--- src/verilog/vex_pkg.sv ---
//----------------------------------------------------------
// Vector execution shared definitions
// Word width, register file size, op codes and the lane ALU
//----------------------------------------------------------
`default_nettype none

package vex_pkg;

    localparam int VEX_XLEN    = 32;
    localparam int VEX_REGS    = 32;
    localparam int VEX_RADDR_W = $clog2(VEX_REGS);

    typedef enum logic [2:0] {
        VEX_ADD  = 3'd0,
        VEX_SUB  = 3'd1,
        VEX_AND  = 3'd2,
        VEX_OR   = 3'd3,
        VEX_XOR  = 3'd4,
        VEX_MINU = 3'd5,
        VEX_MAXU = 3'd6
    } vex_op_e;

    // Control that travels with one micro-op
    typedef struct packed {
        logic                   valid;
        logic [VEX_RADDR_W-1:0] dst;
        vex_op_e                op;
        logic                   is_rdc;
        logic                   head_uop;
        logic                   end_uop;
    } vex_tag_t;

    function automatic logic [VEX_XLEN-1:0] vex_alu(
        input vex_op_e             op,
        input logic [VEX_XLEN-1:0] a,
        input logic [VEX_XLEN-1:0] b
    );
        logic [VEX_XLEN-1:0] res;
        case (op)
            VEX_ADD:  res = a + b;
            VEX_SUB:  res = a - b;
            VEX_AND:  res = a & b;
            VEX_OR:   res = a | b;
            VEX_XOR:  res = a ^ b;
            VEX_MINU: res = (a < b) ? a : b;
            VEX_MAXU: res = (a > b) ? a : b;
            default:  res = '0;
        endcase
        return res;
    endfunction

    // Neutral element of each fold
    function automatic logic [VEX_XLEN-1:0] vex_rdc_identity(input vex_op_e op);
        return (op == VEX_AND || op == VEX_MINU) ? '1 : '0;
    endfunction

endpackage

`default_nettype wire

--- src/verilog/vex_writeback.sv ---
//----------------------------------------------------------
// Writeback stage
// Registered lane enables, address, data and reduction done
//----------------------------------------------------------
`timescale 1ns/1ns
`default_nettype none

module vex_writeback
    import vex_pkg::*;
#(
    parameter int VECTOR_LANES = 8
) (
    input  logic                                     clk,
    input  logic                                     rst_n,
    input  vex_tag_t                                 tag_i,
    input  logic [VECTOR_LANES*(VEX_XLEN+1)-1:0]     elem_i,
    input  logic                                     rdc_valid_i,
    input  logic [VEX_XLEN-1:0]                      acc_i,
    output logic [VECTOR_LANES-1:0]                  wr_en_o,
    output logic [VEX_RADDR_W-1:0]                   wr_addr_o,
    output logic [VECTOR_LANES*VEX_XLEN-1:0]         wr_data_o,
    output logic                                     rdc_done_o
);

    localparam int DATA_W = VECTOR_LANES * VEX_XLEN;

    logic [DATA_W-1:0]       elem_data;
    logic [VECTOR_LANES-1:0] elem_mask;
    logic                    elem_wr;
    logic [VECTOR_LANES-1:0] wr_en_d;
    logic [DATA_W-1:0]       wr_data_d;

    // Results sit above the mask bits
    assign elem_data = elem_i[VECTOR_LANES +: DATA_W];
    assign elem_mask = elem_i[VECTOR_LANES-1:0];
    assign elem_wr   = tag_i.valid && !tag_i.is_rdc;

    always_comb begin
        wr_en_d   = '0;
        wr_data_d = elem_data;
        if (rdc_valid_i) begin
            // Folded value goes to lane 0 only
            wr_en_d[0]              = 1'b1;
            wr_data_d               = '0;
            wr_data_d[VEX_XLEN-1:0] = acc_i;
        end else if (elem_wr) begin
            wr_en_d = elem_mask;
        end
    end

    always_ff @(posedge clk or negedge rst_n) begin
        if (!rst_n) begin
            wr_en_o    <= '0;
            rdc_done_o <= 1'b0;
        end else begin
            wr_en_o    <= wr_en_d;
            rdc_done_o <= rdc_valid_i;
        end
    end

    always_ff @(posedge clk) begin
        if (rdc_valid_i || elem_wr) begin
            wr_addr_o <= tag_i.dst;
            wr_data_o <= wr_data_d;
        end
    end

    // Tree output and tag pipe must line up on the same micro-op
    a_rdc_aligned: assert property (
        @(posedge clk) disable iff (!rst_n)
        rdc_valid_i |-> (tag_i.valid && tag_i.is_rdc && tag_i.end_uop)
    ) else $error("reduction result out of step with writeback tag");

endmodule

`default_nettype wire

--- config.mk ---
export PLATFORM = sky130hd
export DESIGN_NAME = vex_writeback
export DESIGN_NICKNAME = d
export VERILOG_FILES = /design/src/verilog/vex_pkg.sv /design/src/verilog/vex_writeback.sv
export SDC_FILE = /design/constraint.sdc
export NUM_CORES = 1
export LEC_CHECK = 0
export BUFFER_PORTS_ARGS = -buffer_cell sky130_fd_sc_hd__buf_4
export CAP_MARGIN = 10
export CORE_AREA = 2 2 223 225
export CTS_CLUSTER_SIZE = 12
export DETAILED_ROUTE_END_ITERATION = 12
export DIE_AREA = 0 0 225 227
export SLEW_MARGIN = 5
export SYNTH_ARGS = -nofsm -noshare
export SYNTH_HDL_FRONTEND = slang
export SYNTH_SLANG_ARGS = --single-unit
export TNS_END_PERCENT = 50
--- constraint.sdc ---
create_clock -name clk -period 1.3 [get_ports clk]
set_clock_uncertainty 0.2 [all_clocks]
set_input_delay 0.26 -clock clk [delete_from_list [all_inputs] [get_ports clk]]
set_output_delay 0.26 -clock clk [all_outputs]
set_load 0.1 [all_outputs]
==> impl_metrics.yaml <==
global_routing:
  grt_max_degree: 55
  grt_util_all_layers_pct: 13.9
  grt_pass1_vias: 9363
  grt_pass1_wl_mm: 53.9
  overflow: 0
  antenna_found_initial: 1
yosys:
  synth_top_family_by_area: "simple AND/OR/NAND/NOR gates"
  synth_most_common_cell: "edfxtp_1"
  synth_nets: 877
  yosysTopAreaCellShare_pct: 77.8
  ys_async_sr_fraction_pct: 3.33
  ys_ff_latch: 270
  synth_top_cell_by_area: "edfxtp_1"
  synthFlopType: "edfxtp_1"
  synth_compound_area_share_pct: 0.162
  synthCells: 566
  syn-cell-area_um2: 10100
  synth_fa_ha_area_share_pct: 0
  synthSimpleGateAreaFrac_pct: 14.5
  synthDistinctLibCells: 13
  synth.top_cells.by_count: "261 x edfxtp_1, 224 x nor2b_1, 32 x mux2_2"
  synthMuxAreaShare_pct: 3.58
  ys_seq_area_share_pct: 80.1
  synth_area_leaders: "edfxtp_1 78%, nor2b_1 14%, mux2_2 3.6%"
  yosys_warnings: 0
  syn_avg_cell_area_um2: 17.8
  synth_xor_area_share_pct: 0
  synth_edf_count: 261
cells_and_area:
  drive_above_1_share_pct: 45.9
  fin_util_pct: 42.6
  nets: 1807
  final_area_um2: 20700
  register_area_um2: 8060
  multi_input_area_um2: 1850
  instances_no_fill: 2140
  fillers: 4209
  area_growth_pct: 105
floorplanning:
  fp-row-count: 81
  io_pins: 581
  dieWidth_um: 225
  start_util_pct: 20.7
  die_h_um: 227
  design.core.area_um2: 48500
  dieArea_um2: 51100
clock_tree:
  cts_buffers: 30
  clock-root-buffer: "clkbuf_16"
  clkTransAtPathRegs_ns: 0.06
  h-tree-depth: 1
  cts_tree: "yes"
  clock-sinks: 270
  cts_buffer_depth: 3
drt:
  first_pass_iters: 4
  drtIter0Drc: 300
  vias_per_cell: 3.89
  drcViolationCount: 0
  antenna_left: 0
  routed-via-count: 8335
  routedWlPerCell_um: 17.6
  wl_mm: 37.7
critical_path:
  crit_arrival_ns: 1.29
  path_class: "reg -> out"
  end_kind: "output port"
  crit_chain: "buf_8"
  path_max_fanout: 1
  critPathSlowestCell: "edfxtp_1"
  critPathTopFamily: "flip-flops"
  path_buf_inv: 1
  required_ns: 0.84
  max_stage_delay_ns: 0.50
  startpoint_type: "register"
sta:
  holdWs_ns: -0.0899
  setup_slack_ns: -0.449
  setup_viol: 270
  fin_crit_ns: 1.75
  timing.fmax_ghz: 0.572
  hold_viol_final: 4
  drv_slew: 0
  worstMarginPinSlew_ns: 0.340
  slew_headroom_pct: 77.3
  fin_crit_sh_pct: 135
  rsz0062_at_grt: "yes"
run_status:
  violations: "negative hold slack, negative setup slack"
  status: "finished, violations left"
power:
  power_density_nw_per_um2: 1440
  max-vdd-ir-drop_uv: 1020
  p_leak_nw: 8.58
place:
  detailed_place.area_um2: 15500
  dp.cells: 1775
  post-dp-hpwl_mm: 25.2
  place.gp.congestion: 0.777
  portBuffers: 575
flow_run:
  drv_cap: 0
worst_hold_path:
  hold_path.class: "in -> reg"
==> state kept, by name, indices dropped and copies added (netlist names) <==
| register | cells |
|---|---|
| rdc_done_o | 1 |
| wr_addr_o | 5 |
| wr_data_o | 256 |
| wr_en_o | 8 |
==> layer usage <==
metal / vias up / global-route usage (%) / routed length (um)
li1: 3859 / - / -
met1: 4044 / 14.5 / 13300
met2: 361 / 25.7 / 20100
met3: 71 / 4.10 / 2870
met4: 0 / 6.15 / 1420
met5: - / 0 / 0
==> cell families after synthesis <==
kind of cell	after synthesis
muxes	32
buffers and inverters	30
AOI/OAI and AO/OA	2
and+or+nand+nor	232
DFF	270
==> cell usage in the layout, fill, tap and decap left out, drive strengths merged <==
cell type / instances
edfxtp: 261
mux2: 32
clkinv: 9
a31o: 1
dfrtp: 9
buf: 617
clkbuf: 42
bufinv: 2
clkinvlp: 1
nor2b: 224
a21o: 1
dlymetal6s4s: 1
nor3b: 1
diode: 1
dlygate4sd3: 308
and2: 7
inv: 1
==> final cells by class <==
cell class	instances	share of cell area (%)
Clock inverter	12	0.569
Antenna cell	1	0.0121
Sequential cell	270	39.0
Clock buffer	41	3.98
Tap cell	622	3.76
Timing Repair Buffer	927	43.7
Multi-Input combinational cell	266	8.95
Inverter	1	0.0182
==> report_power, final <==
group	switching (mW)	total [mW]	internal (mW)
clock network	3.50	8.30	4.80
registers	0.449	11.0	10.5
logic	7.40	10.6	3.18
total	11.4	29.9	18.5
==> stage by stage <==
stage	power, mW	worst slack, ns	hold WS, ns	setup TNS [ns]
2_1_floorplan	17.7	-1.52	-0.236	-414.77
3_3_place_gp	20.1	-0.261	-0.103	-65.40
3_5_place_dp	20.2	-0.259	-0.100	-65.57
4_1_cts	30.0	-0.518	-0.105	-98.20
5_1_grt	30.7	-0.525	-0.0882	-97.08
6_report	29.9	-0.449	-0.0899	-85.71
==> path summary, 6_finish.rpt <==
kind                                start             end  slack, ns  depth (start not counted)
max in group asynchronous           rst_n      rdc_done_o       0.18                          4
min                              tag_i[2]      wr_en_o[1]      -0.09                          4
min in group asynchronous           rst_n      wr_en_o[1]       0.56                          4
max                        wr_data_o[252]  wr_data_o[252]      -0.45                          1
==> what timing repair did <==
action,CTS,global route
endpoints found under the hold margin,279,14
resized for setup,281,22
buffers inserted,0,1
endpoints found under the setup margin,270,291
pin swaps,0,1
hold buffers,312,2
Power figures use the tool's default switching activity.
