File: config.mk
export PLATFORM = sky130hd
export DESIGN_NAME = vex_lane
export DESIGN_NICKNAME = d
export VERILOG_FILES = /design/src/verilog/vex_pkg.sv /design/src/verilog/vex_lane.sv
export SDC_FILE = /design/constraint.sdc
export NUM_CORES = 1
export LEC_CHECK = 0
export BUFFER_PORTS_ARGS = -buffer_cell sky130_fd_sc_hd__buf_2
export CAP_MARGIN = 20
export CORE_ASPECT_RATIO = 1.1
export CORE_MARGIN = 2
export CORE_UTILIZATION = 60
export CTS_BUF_LIST = sky130_fd_sc_hd__clkbuf_8
export CTS_CLUSTER_DIAMETER = 100
export DETAILED_ROUTE_END_ITERATION = 10
export MAX_ROUTING_LAYER = met4
export PLACE_DENSITY = 0.84
export SETUP_SLACK_MARGIN = 0.15
export SLEW_MARGIN = 40
export SYNTH_ARGS = -nofsm -noshare
export SYNTH_HDL_FRONTEND = slang
export SYNTH_SLANG_ARGS = --single-unit
File: constraint.sdc
create_clock -name clk -period 2.1 [get_ports clk]
set_input_delay 0.21 -clock clk [delete_from_list [all_inputs] [get_ports clk]]
set_output_delay 0.21 -clock clk [all_outputs]
set_load 0.03 [all_outputs]
File: src/verilog/vex_pkg.sv
//----------------------------------------------------------
// Vector execution shared definitions
// Word width, register file size, op codes and the lane ALU
//----------------------------------------------------------
`default_nettype none

package vex_pkg;

    localparam int VEX_XLEN    = 32;
    localparam int VEX_REGS    = 32;
    localparam int VEX_RADDR_W = $clog2(VEX_REGS);

    typedef enum logic [2:0] {
        VEX_ADD  = 3'd0,
        VEX_SUB  = 3'd1,
        VEX_AND  = 3'd2,
        VEX_OR   = 3'd3,
        VEX_XOR  = 3'd4,
        VEX_MINU = 3'd5,
        VEX_MAXU = 3'd6
    } vex_op_e;

    // Control that travels with one micro-op
    typedef struct packed {
        logic                   valid;
        logic [VEX_RADDR_W-1:0] dst;
        vex_op_e                op;
        logic                   is_rdc;
        logic                   head_uop;
        logic                   end_uop;
    } vex_tag_t;

    function automatic logic [VEX_XLEN-1:0] vex_alu(
        input vex_op_e             op,
        input logic [VEX_XLEN-1:0] a,
        input logic [VEX_XLEN-1:0] b
    );
        logic [VEX_XLEN-1:0] res;
        case (op)
            VEX_ADD:  res = a + b;
            VEX_SUB:  res = a - b;
            VEX_AND:  res = a & b;
            VEX_OR:   res = a | b;
            VEX_XOR:  res = a ^ b;
            VEX_MINU: res = (a < b) ? a : b;
            VEX_MAXU: res = (a > b) ? a : b;
            default:  res = '0;
        endcase
        return res;
    endfunction

    // Neutral element of each fold
    function automatic logic [VEX_XLEN-1:0] vex_rdc_identity(input vex_op_e op);
        return (op == VEX_AND || op == VEX_MINU) ? '1 : '0;
    endfunction

endpackage

`default_nettype wire

File: src/verilog/vex_lane.sv
//----------------------------------------------------------
// Vector lane
// Element result or reduction operand, registered into EX2
//----------------------------------------------------------
`timescale 1ns/1ns
`default_nettype none

module vex_lane
    import vex_pkg::*;
(
    input  logic                clk,
    input  logic                rst_n,
    input  logic                valid_i,
    input  vex_op_e             op_i,
    input  logic                is_rdc_i,
    input  logic                mask_i,
    input  logic [VEX_XLEN-1:0] data_a_i,
    input  logic [VEX_XLEN-1:0] data_b_i,
    output logic [VEX_XLEN-1:0] result_o,
    output logic                mask_o
);

    logic [VEX_XLEN-1:0] alu_res;
    logic [VEX_XLEN-1:0] lane_val;

    assign alu_res = vex_alu(op_i, data_a_i, data_b_i);

    // Inactive lanes feed the neutral word so the fold is undisturbed
    assign lane_val = (is_rdc_i && !mask_i) ? vex_rdc_identity(op_i) : alu_res;

    //----------------------------------------------------------
    // EX2 registers
    //----------------------------------------------------------
    always_ff @(posedge clk) begin
        if (valid_i) begin
            result_o <= lane_val;
        end
    end

    always_ff @(posedge clk or negedge rst_n) begin
        if (!rst_n) begin
            mask_o <= 1'b0;
        end else if (valid_i) begin
            mask_o <= mask_i;
        end
    end

    // No fold defined for subtraction
    a_rdc_no_sub: assert property (
        @(posedge clk) disable iff (!rst_n)
        (valid_i && is_rdc_i) |-> (op_i != VEX_SUB)
    ) else $error("reduction issued with VEX_SUB");

endmodule

`default_nettype wire

==> reports/results.md, run 1 <==
## Synthesis
* number of synthesized flops with an enable pin: 32
* Primary FF master, synth: sky130_fd_sc_hd__edfxtp_1
* post-synthesis cell count: 1078
* per-instance average area after synthesis: 7.074 µm²
* share of synthesized registers carrying an async set or reset: 0.03030
* number of library cell types mapped by synthesis: 85
* post-synth net total: 1252
* Post-Synthesis Cell Area: 0.007626 mm²
* post-synth top area cell: sky130_fd_sc_hd__ha_1
* sequential cell area fraction in the yosys report: 0.1293
* Synthesis Warnings: 0
* proportion of netlist area held by the largest area contributor: 0.1641
* largest cells by area after synthesis: sky130_fd_sc_hd__ha_1 16%, sky130_fd_sc_hd__edfxtp_1 13%, sky130_fd_sc_hd__a21oi_1 7.7%
* Synth Register Bits: 33

## Run status
* Stop Error: [ERROR DPL-0038] Utilization greater than 100%, impossible to legalize
* result of the run: aborted with a tool error
* stage where the flow stopped: clock tree synthesis (4_1_cts)

## Clock network
* clock sink count: 33
* buffer levels on the longest clock path: 2
* number of resized instances in the post-cts repair step: 148
* Inserted Clock Buffers: 5
* CTS Root Buffer Type: sky130_fd_sc_hd__clkbuf_8
* setup bufs post-CTS: 43
* Post-CTS Hold Buffers: 1
* level count of the clock H-tree: 2

## Floorplanning
* vertical die dimension: 122.2 µm
* Die W: 111.5 µm
* effective utilization at floorplan: 0.6083
* Std-Cell Rows: 43
* Top Ports: 105

## Place
* final estimated routing congestion in global placement: 1.222
* pre-CTS WS: -1.256 ns
* placed cell area: 0.01146 mm²
* quantity of I/O buffers inserted on ports: 104
* dpl hpwl: 31970 µm

==> cell families after synthesis <==
family / count (synthesis) / synth area share
AO/OA/AOI/OAI: 410 / 0.3593
AND/OR/NAND/NOR: 325 / 0.2053
buffers and inverters: 171 / 0.08909
adder cells (fa/ha/maj): 102 / 0.1693
flip-flops: 33 / 0.1293
XOR/XNOR: 19 / 0.02182
multiplexers: 18 / 0.02592
==> cell usage after synthesis, drive strengths merged (13+ instances only) <==
cell      n
ha      100
xnor2    16
nor3     36
a221oi   21
buf      21
edfxtp   32
o21ai    86
clkbuf   48
mux2i    13
a21oi   118
nor2     95
o221ai   16
a211oi   16
inv     100
nand3    36
nand2    82
a31oi    17
o211ai   20
==> per-stage QoR <==
step,util,instances,hold slack (ns)
2_1_floorplan,-,1078,-0.08559
3_5_place_dp,0.9139,1650,-0.01331
3_3_place_gp,0.9139,1650,-0.01505
==> run 2: changes to the inputs <==
==> config.mk (replaced) <==
export PLATFORM = sky130hd
export DESIGN_NAME = vex_lane
export DESIGN_NICKNAME = d
export VERILOG_FILES = /design/src/verilog/vex_pkg.sv /design/src/verilog/vex_lane.sv
export SDC_FILE = /design/constraint.sdc
export NUM_CORES = 1
export LEC_CHECK = 0
export BUFFER_PORTS_ARGS = -buffer_cell sky130_fd_sc_hd__buf_2
export CAP_MARGIN = 20
export CORE_MARGIN = 2
export CORE_UTILIZATION = 40
export DETAILED_ROUTE_END_ITERATION = 10
export PLACE_DENSITY_LB_ADDON = 0.15
export SLEW_MARGIN = 40
export SYNTH_ARGS = -nofsm -noshare
export SYNTH_HDL_FRONTEND = slang
export SYNTH_SLANG_ARGS = --single-unit
==> run 2 against run 1 <==
  * Area after synthesis is the same
  * Synthesized cell count is the same
  * The flow now finishes, with violations (setup timing)
==> reports/results.md, run 2 <==
## Clock network
* Inserted Clock Buffers: 5, unchanged
* CTS Root Buffer Type: sky130_fd_sc_hd__clkbuf_16
* level count of the clock H-tree: 2, unchanged
* later-pin clock latency in the skew report: 0.29 ns
* clock tree from TritonCTS: yes
* clock sink count: 33, unchanged
* clk slew on worst S/H paths: 0.07 ns
* buffer levels on the longest clock path: 2, unchanged

## Timing
* final-report setup violation count: 32
* Worst Max-Slew Pin Slew: 0.7184 ns
* unrepaired setup endpoints after global routing: yes
* final critical-path setup slack: -0.8816 ns
* Post-Route Setup TNS: -24.50 ns
* final slew viol count: 0
* post-route clock skew: 0 ns
* Hold Fails Final Rpt: 0
* post-route fraction of the period consumed by the critical path: 1.420
* normalized max-slew margin: 0.5195
* time the worst path needs with I/O delays and setup: 2.982 ns
* maximum clock frequency: 335.4 MHz

## Setup path
* Register-to-Register Setup Slack: 1.37 ns
* delay of the slowest cell on the worst path: 0.57 ns
* Critical Path Start: data_b_i[19]
* CP dominant cell by count: sky130_fd_sc_hd__buf_12
* required time of the worst setup path: 2.16 ns
* slowest stage cell on the critical path: sky130_fd_sc_hd__or4_4
* Crit Path Class: in -> reg
* Worst Path Max Fanout: 4
* worst reg2reg path depth: 1
* last element of the critical path: result_o[19]$_DFFE_PP_
* launching element type of the critical path: input pin
* ordered cell list for the critical path: buf_8 > inv_6 > ha_4 > buf_6 > or4_4 > nor3_4 > and3_4 > nand4_1 > o21ai_4 > buf_12 > buf_12 > mux2i_4 > o21ai_2 > a221o_1
* worst reg2reg endpoint: mask_o$_DFFE_PN0P_
* nature of the critical path endpoint: flop
* crit path DAT: 3.04 ns
* launch instance of the worst register-to-register path: mask_o$_DFFE_PN0P_

## Floorplanning
* vertical die dimension: 142.1 µm, +16%
* Std-Cell Rows: 50, +16%
* Die W: 142.1 µm, +27%
* Top Ports: 105, unchanged
* effective utilization at floorplan: 0.4077, -0.2007
* die outline area: 0.02019 mm²
* core outline area: 0.01871 mm²

## Synthesis
* number of library cell types mapped by synthesis: 85, unchanged
* Primary FF master, synth: sky130_fd_sc_hd__edfxtp_1
* proportion of netlist area held by the largest area contributor: 0.1641, unchanged
* Post-Synthesis Cell Area: 0.007626 mm², unchanged
* sequential cell area fraction in the yosys report: 0.1293, unchanged
* cell types with the highest counts after synthesis: 118 x sky130_fd_sc_hd__a21oi_1, 100 x sky130_fd_sc_hd__ha_1, 100 x sky130_fd_sc_hd__inv_1
* post-synthesis cell count: 1078, unchanged
* post-synth top area cell: sky130_fd_sc_hd__ha_1
* Synth Register Bits: 33, unchanged
* post-synth net total: 1252, unchanged
* number of synthesized flops with an enable pin: 32, unchanged
* per-instance average area after synthesis: 7.074 µm², unchanged
* Synthesis Warnings: 0, unchanged
* largest cells by area after synthesis: sky130_fd_sc_hd__ha_1 16%, sky130_fd_sc_hd__edfxtp_1 13%, sky130_fd_sc_hd__a21oi_1 7.7%
* share of synthesized registers carrying an async set or reset: 0.03030, unchanged
* most common cell in the netlist: sky130_fd_sc_hd__a21oi_1

## Global routing
* maximum number of pins on one net before global-route repair: 33
* number of antenna violations at the first check in global routing: 1
* global-route wire length before repair: 57110 µm
* via count of the first global-routing pass: 10180
* remaining global-route overflow: 0
* overall fraction of global-route tracks in use: 0.3693

## Flow run
* max_cap viols: 0

## Final layout
* Layout area overhead: 70.02%
* fraction of final layout cells sized beyond drive strength 1: 0.4690
* Antenna Diode Count: 0
* number of flip-flops under the largest register name: 32
* most frequent standard cell in the layout excluding fill and tap cells: sky130_fd_sc_hd__buf_4
* Regs by FF count: result_o: 32 flops, mask_o: 1 flops
* largest reg by FF count: result_o
* post-layout util: 0.6932
* leading cell types in the layout, fill and taps excluded: 400 x sky130_fd_sc_hd__buf_4, 96 x sky130_fd_sc_hd__a21oi_1, 95 x sky130_fd_sc_hd__buf_2
* count of nets after finishing: 1736
* fillcell total: 1593
* cell area after layout: 0.01297 mm²

## Detailed routing
* DRC violation count after routing: 0
* number of optimization iterations in the first detailed-route pass: 6
* post-route antenna net violation count: 0
* Initial DRC Count: 1281
* routed via count divided by cell count: 5.971
* total detailed-routing wirelength: 38230 µm
* average wire per standard cell: 21.27 µm
* via count of the routed design: 10730

## Run status
* result of the run: finished with violations
* violated checks: setup timing

## Pwr
* total power: 5.374 mW
* Worst VDD drop: 0.3074 mV
* leakage power summed over all cells: 5.980 nW
* total power density per cell area: 414.5 mW/mm²

## Place
* quantity of I/O buffers inserted on ports: 104, unchanged
* placed cell area: 0.01181 mm², +3.1%
* final estimated routing congestion in global placement: 1.003, -18%
* dpl hpwl: 29720 µm, -7.0%

## Min path
* type of the worst min-delay path: in -> async

==> run 2: cell counts after synthesis <==
No cell type changed its count.
==> run 2: report_power, final <==
part | leakage [nW] | total (mW) | switching [mW] | internal (mW)
combinational | 5.59 | 3.71 | 2.00 | 1.71
clock | 0.0706 | 0.786 | 0.348 | 0.438
sequential | 0.321 | 0.880 | 0.0454 | 0.835
==> run 2: metrics by stage <==
step | setup slack (ns) | instances | hold WS [ns]
6_report | -0.8816 | 1797 | 0.2189
5_1_grt | -0.9172 | 1797 | 0.2438
4_1_cts | -0.8349 | 1787 | 0.2076
3_5_place_dp | -1.376 | 1753 | -0.01342
3_3_place_gp | -1.359 | 1753 | -0.01501
2_1_floorplan | -0.6347 | 1078 | -0.08559
==> run 2: logic make-up after synthesis <==
group                      share of synthesized area
AOI/OAI and AO/OA                             0.3593
and+or+nand+nor                               0.2053
buffers and inverters                        0.08909
adders and majority gates                     0.1693
DFF                                           0.1293
xor gates and xnor gates                     0.02182
muxes                                        0.02592
==> run 2: cell type report <==
class | count | area [µm²] | area share
inverter | 102 | 471.7 | 0.03638
clock inverter | 2 | 10.01 | 0.0007720
clock buffer | 6 | 128.9 | 0.009939
sequential | 33 | 985.9 | 0.07604
timing repair buffer | 546 | 4203 | 0.3241
multi-input combinational | 874 | 6874 | 0.5302
tap | 234 | 292.8 | 0.02258
==> run 2: worst min path at each step <==
stage | start | endpoint | slack, ns | cells past startpoint
floorplan | rst_n | mask_o$_DFFE_PN0P_ | -0.09 | 0
global placement | rst_n | mask_o$_DFFE_PN0P_ | -0.02 | 1
detailed placement | rst_n | mask_o$_DFFE_PN0P_ | -0.01 | 1
CTS | rst_n | mask_o$_DFFE_PN0P_ | 0.21 | 2
global route | rst_n | mask_o$_DFFE_PN0P_ | 0.24 | 2
finish | rst_n | mask_o$_DFFE_PN0P_ | 0.22 | 2
==> run 2: repair_timing <==
action | CTS | global route
buffers inserted | 24 | 13
hold endpoints to repair | 1 | 0
pin swaps | 55 | 58
resized for setup | 91 | 77
setup endpoints to repair | 32 | 32
gates cloned | 1 | 1
hold buffers | 1 | 0
==> run 2: routing by layer <==
layer  global-route usage  part of all wire
met1               0.5274              0.43
met2               0.5690              0.43
met3              0.06696              0.11
met4               0.1026             0.031
met5                    0           0.00029
==> run 2: worst max-delay path: cells and delay by family <==
kind | cells | cell delay [ns]
AO/OA/AOI/OAI | 3 | 0.52
adder cells (fa/ha/maj) | 1 | 0.20
buffers and inverters | 5 | 0.52
multiplexers | 1 | 0.24
AND/OR/NAND/NOR | 4 | 1.33
(Power assumes the default switching activity.)
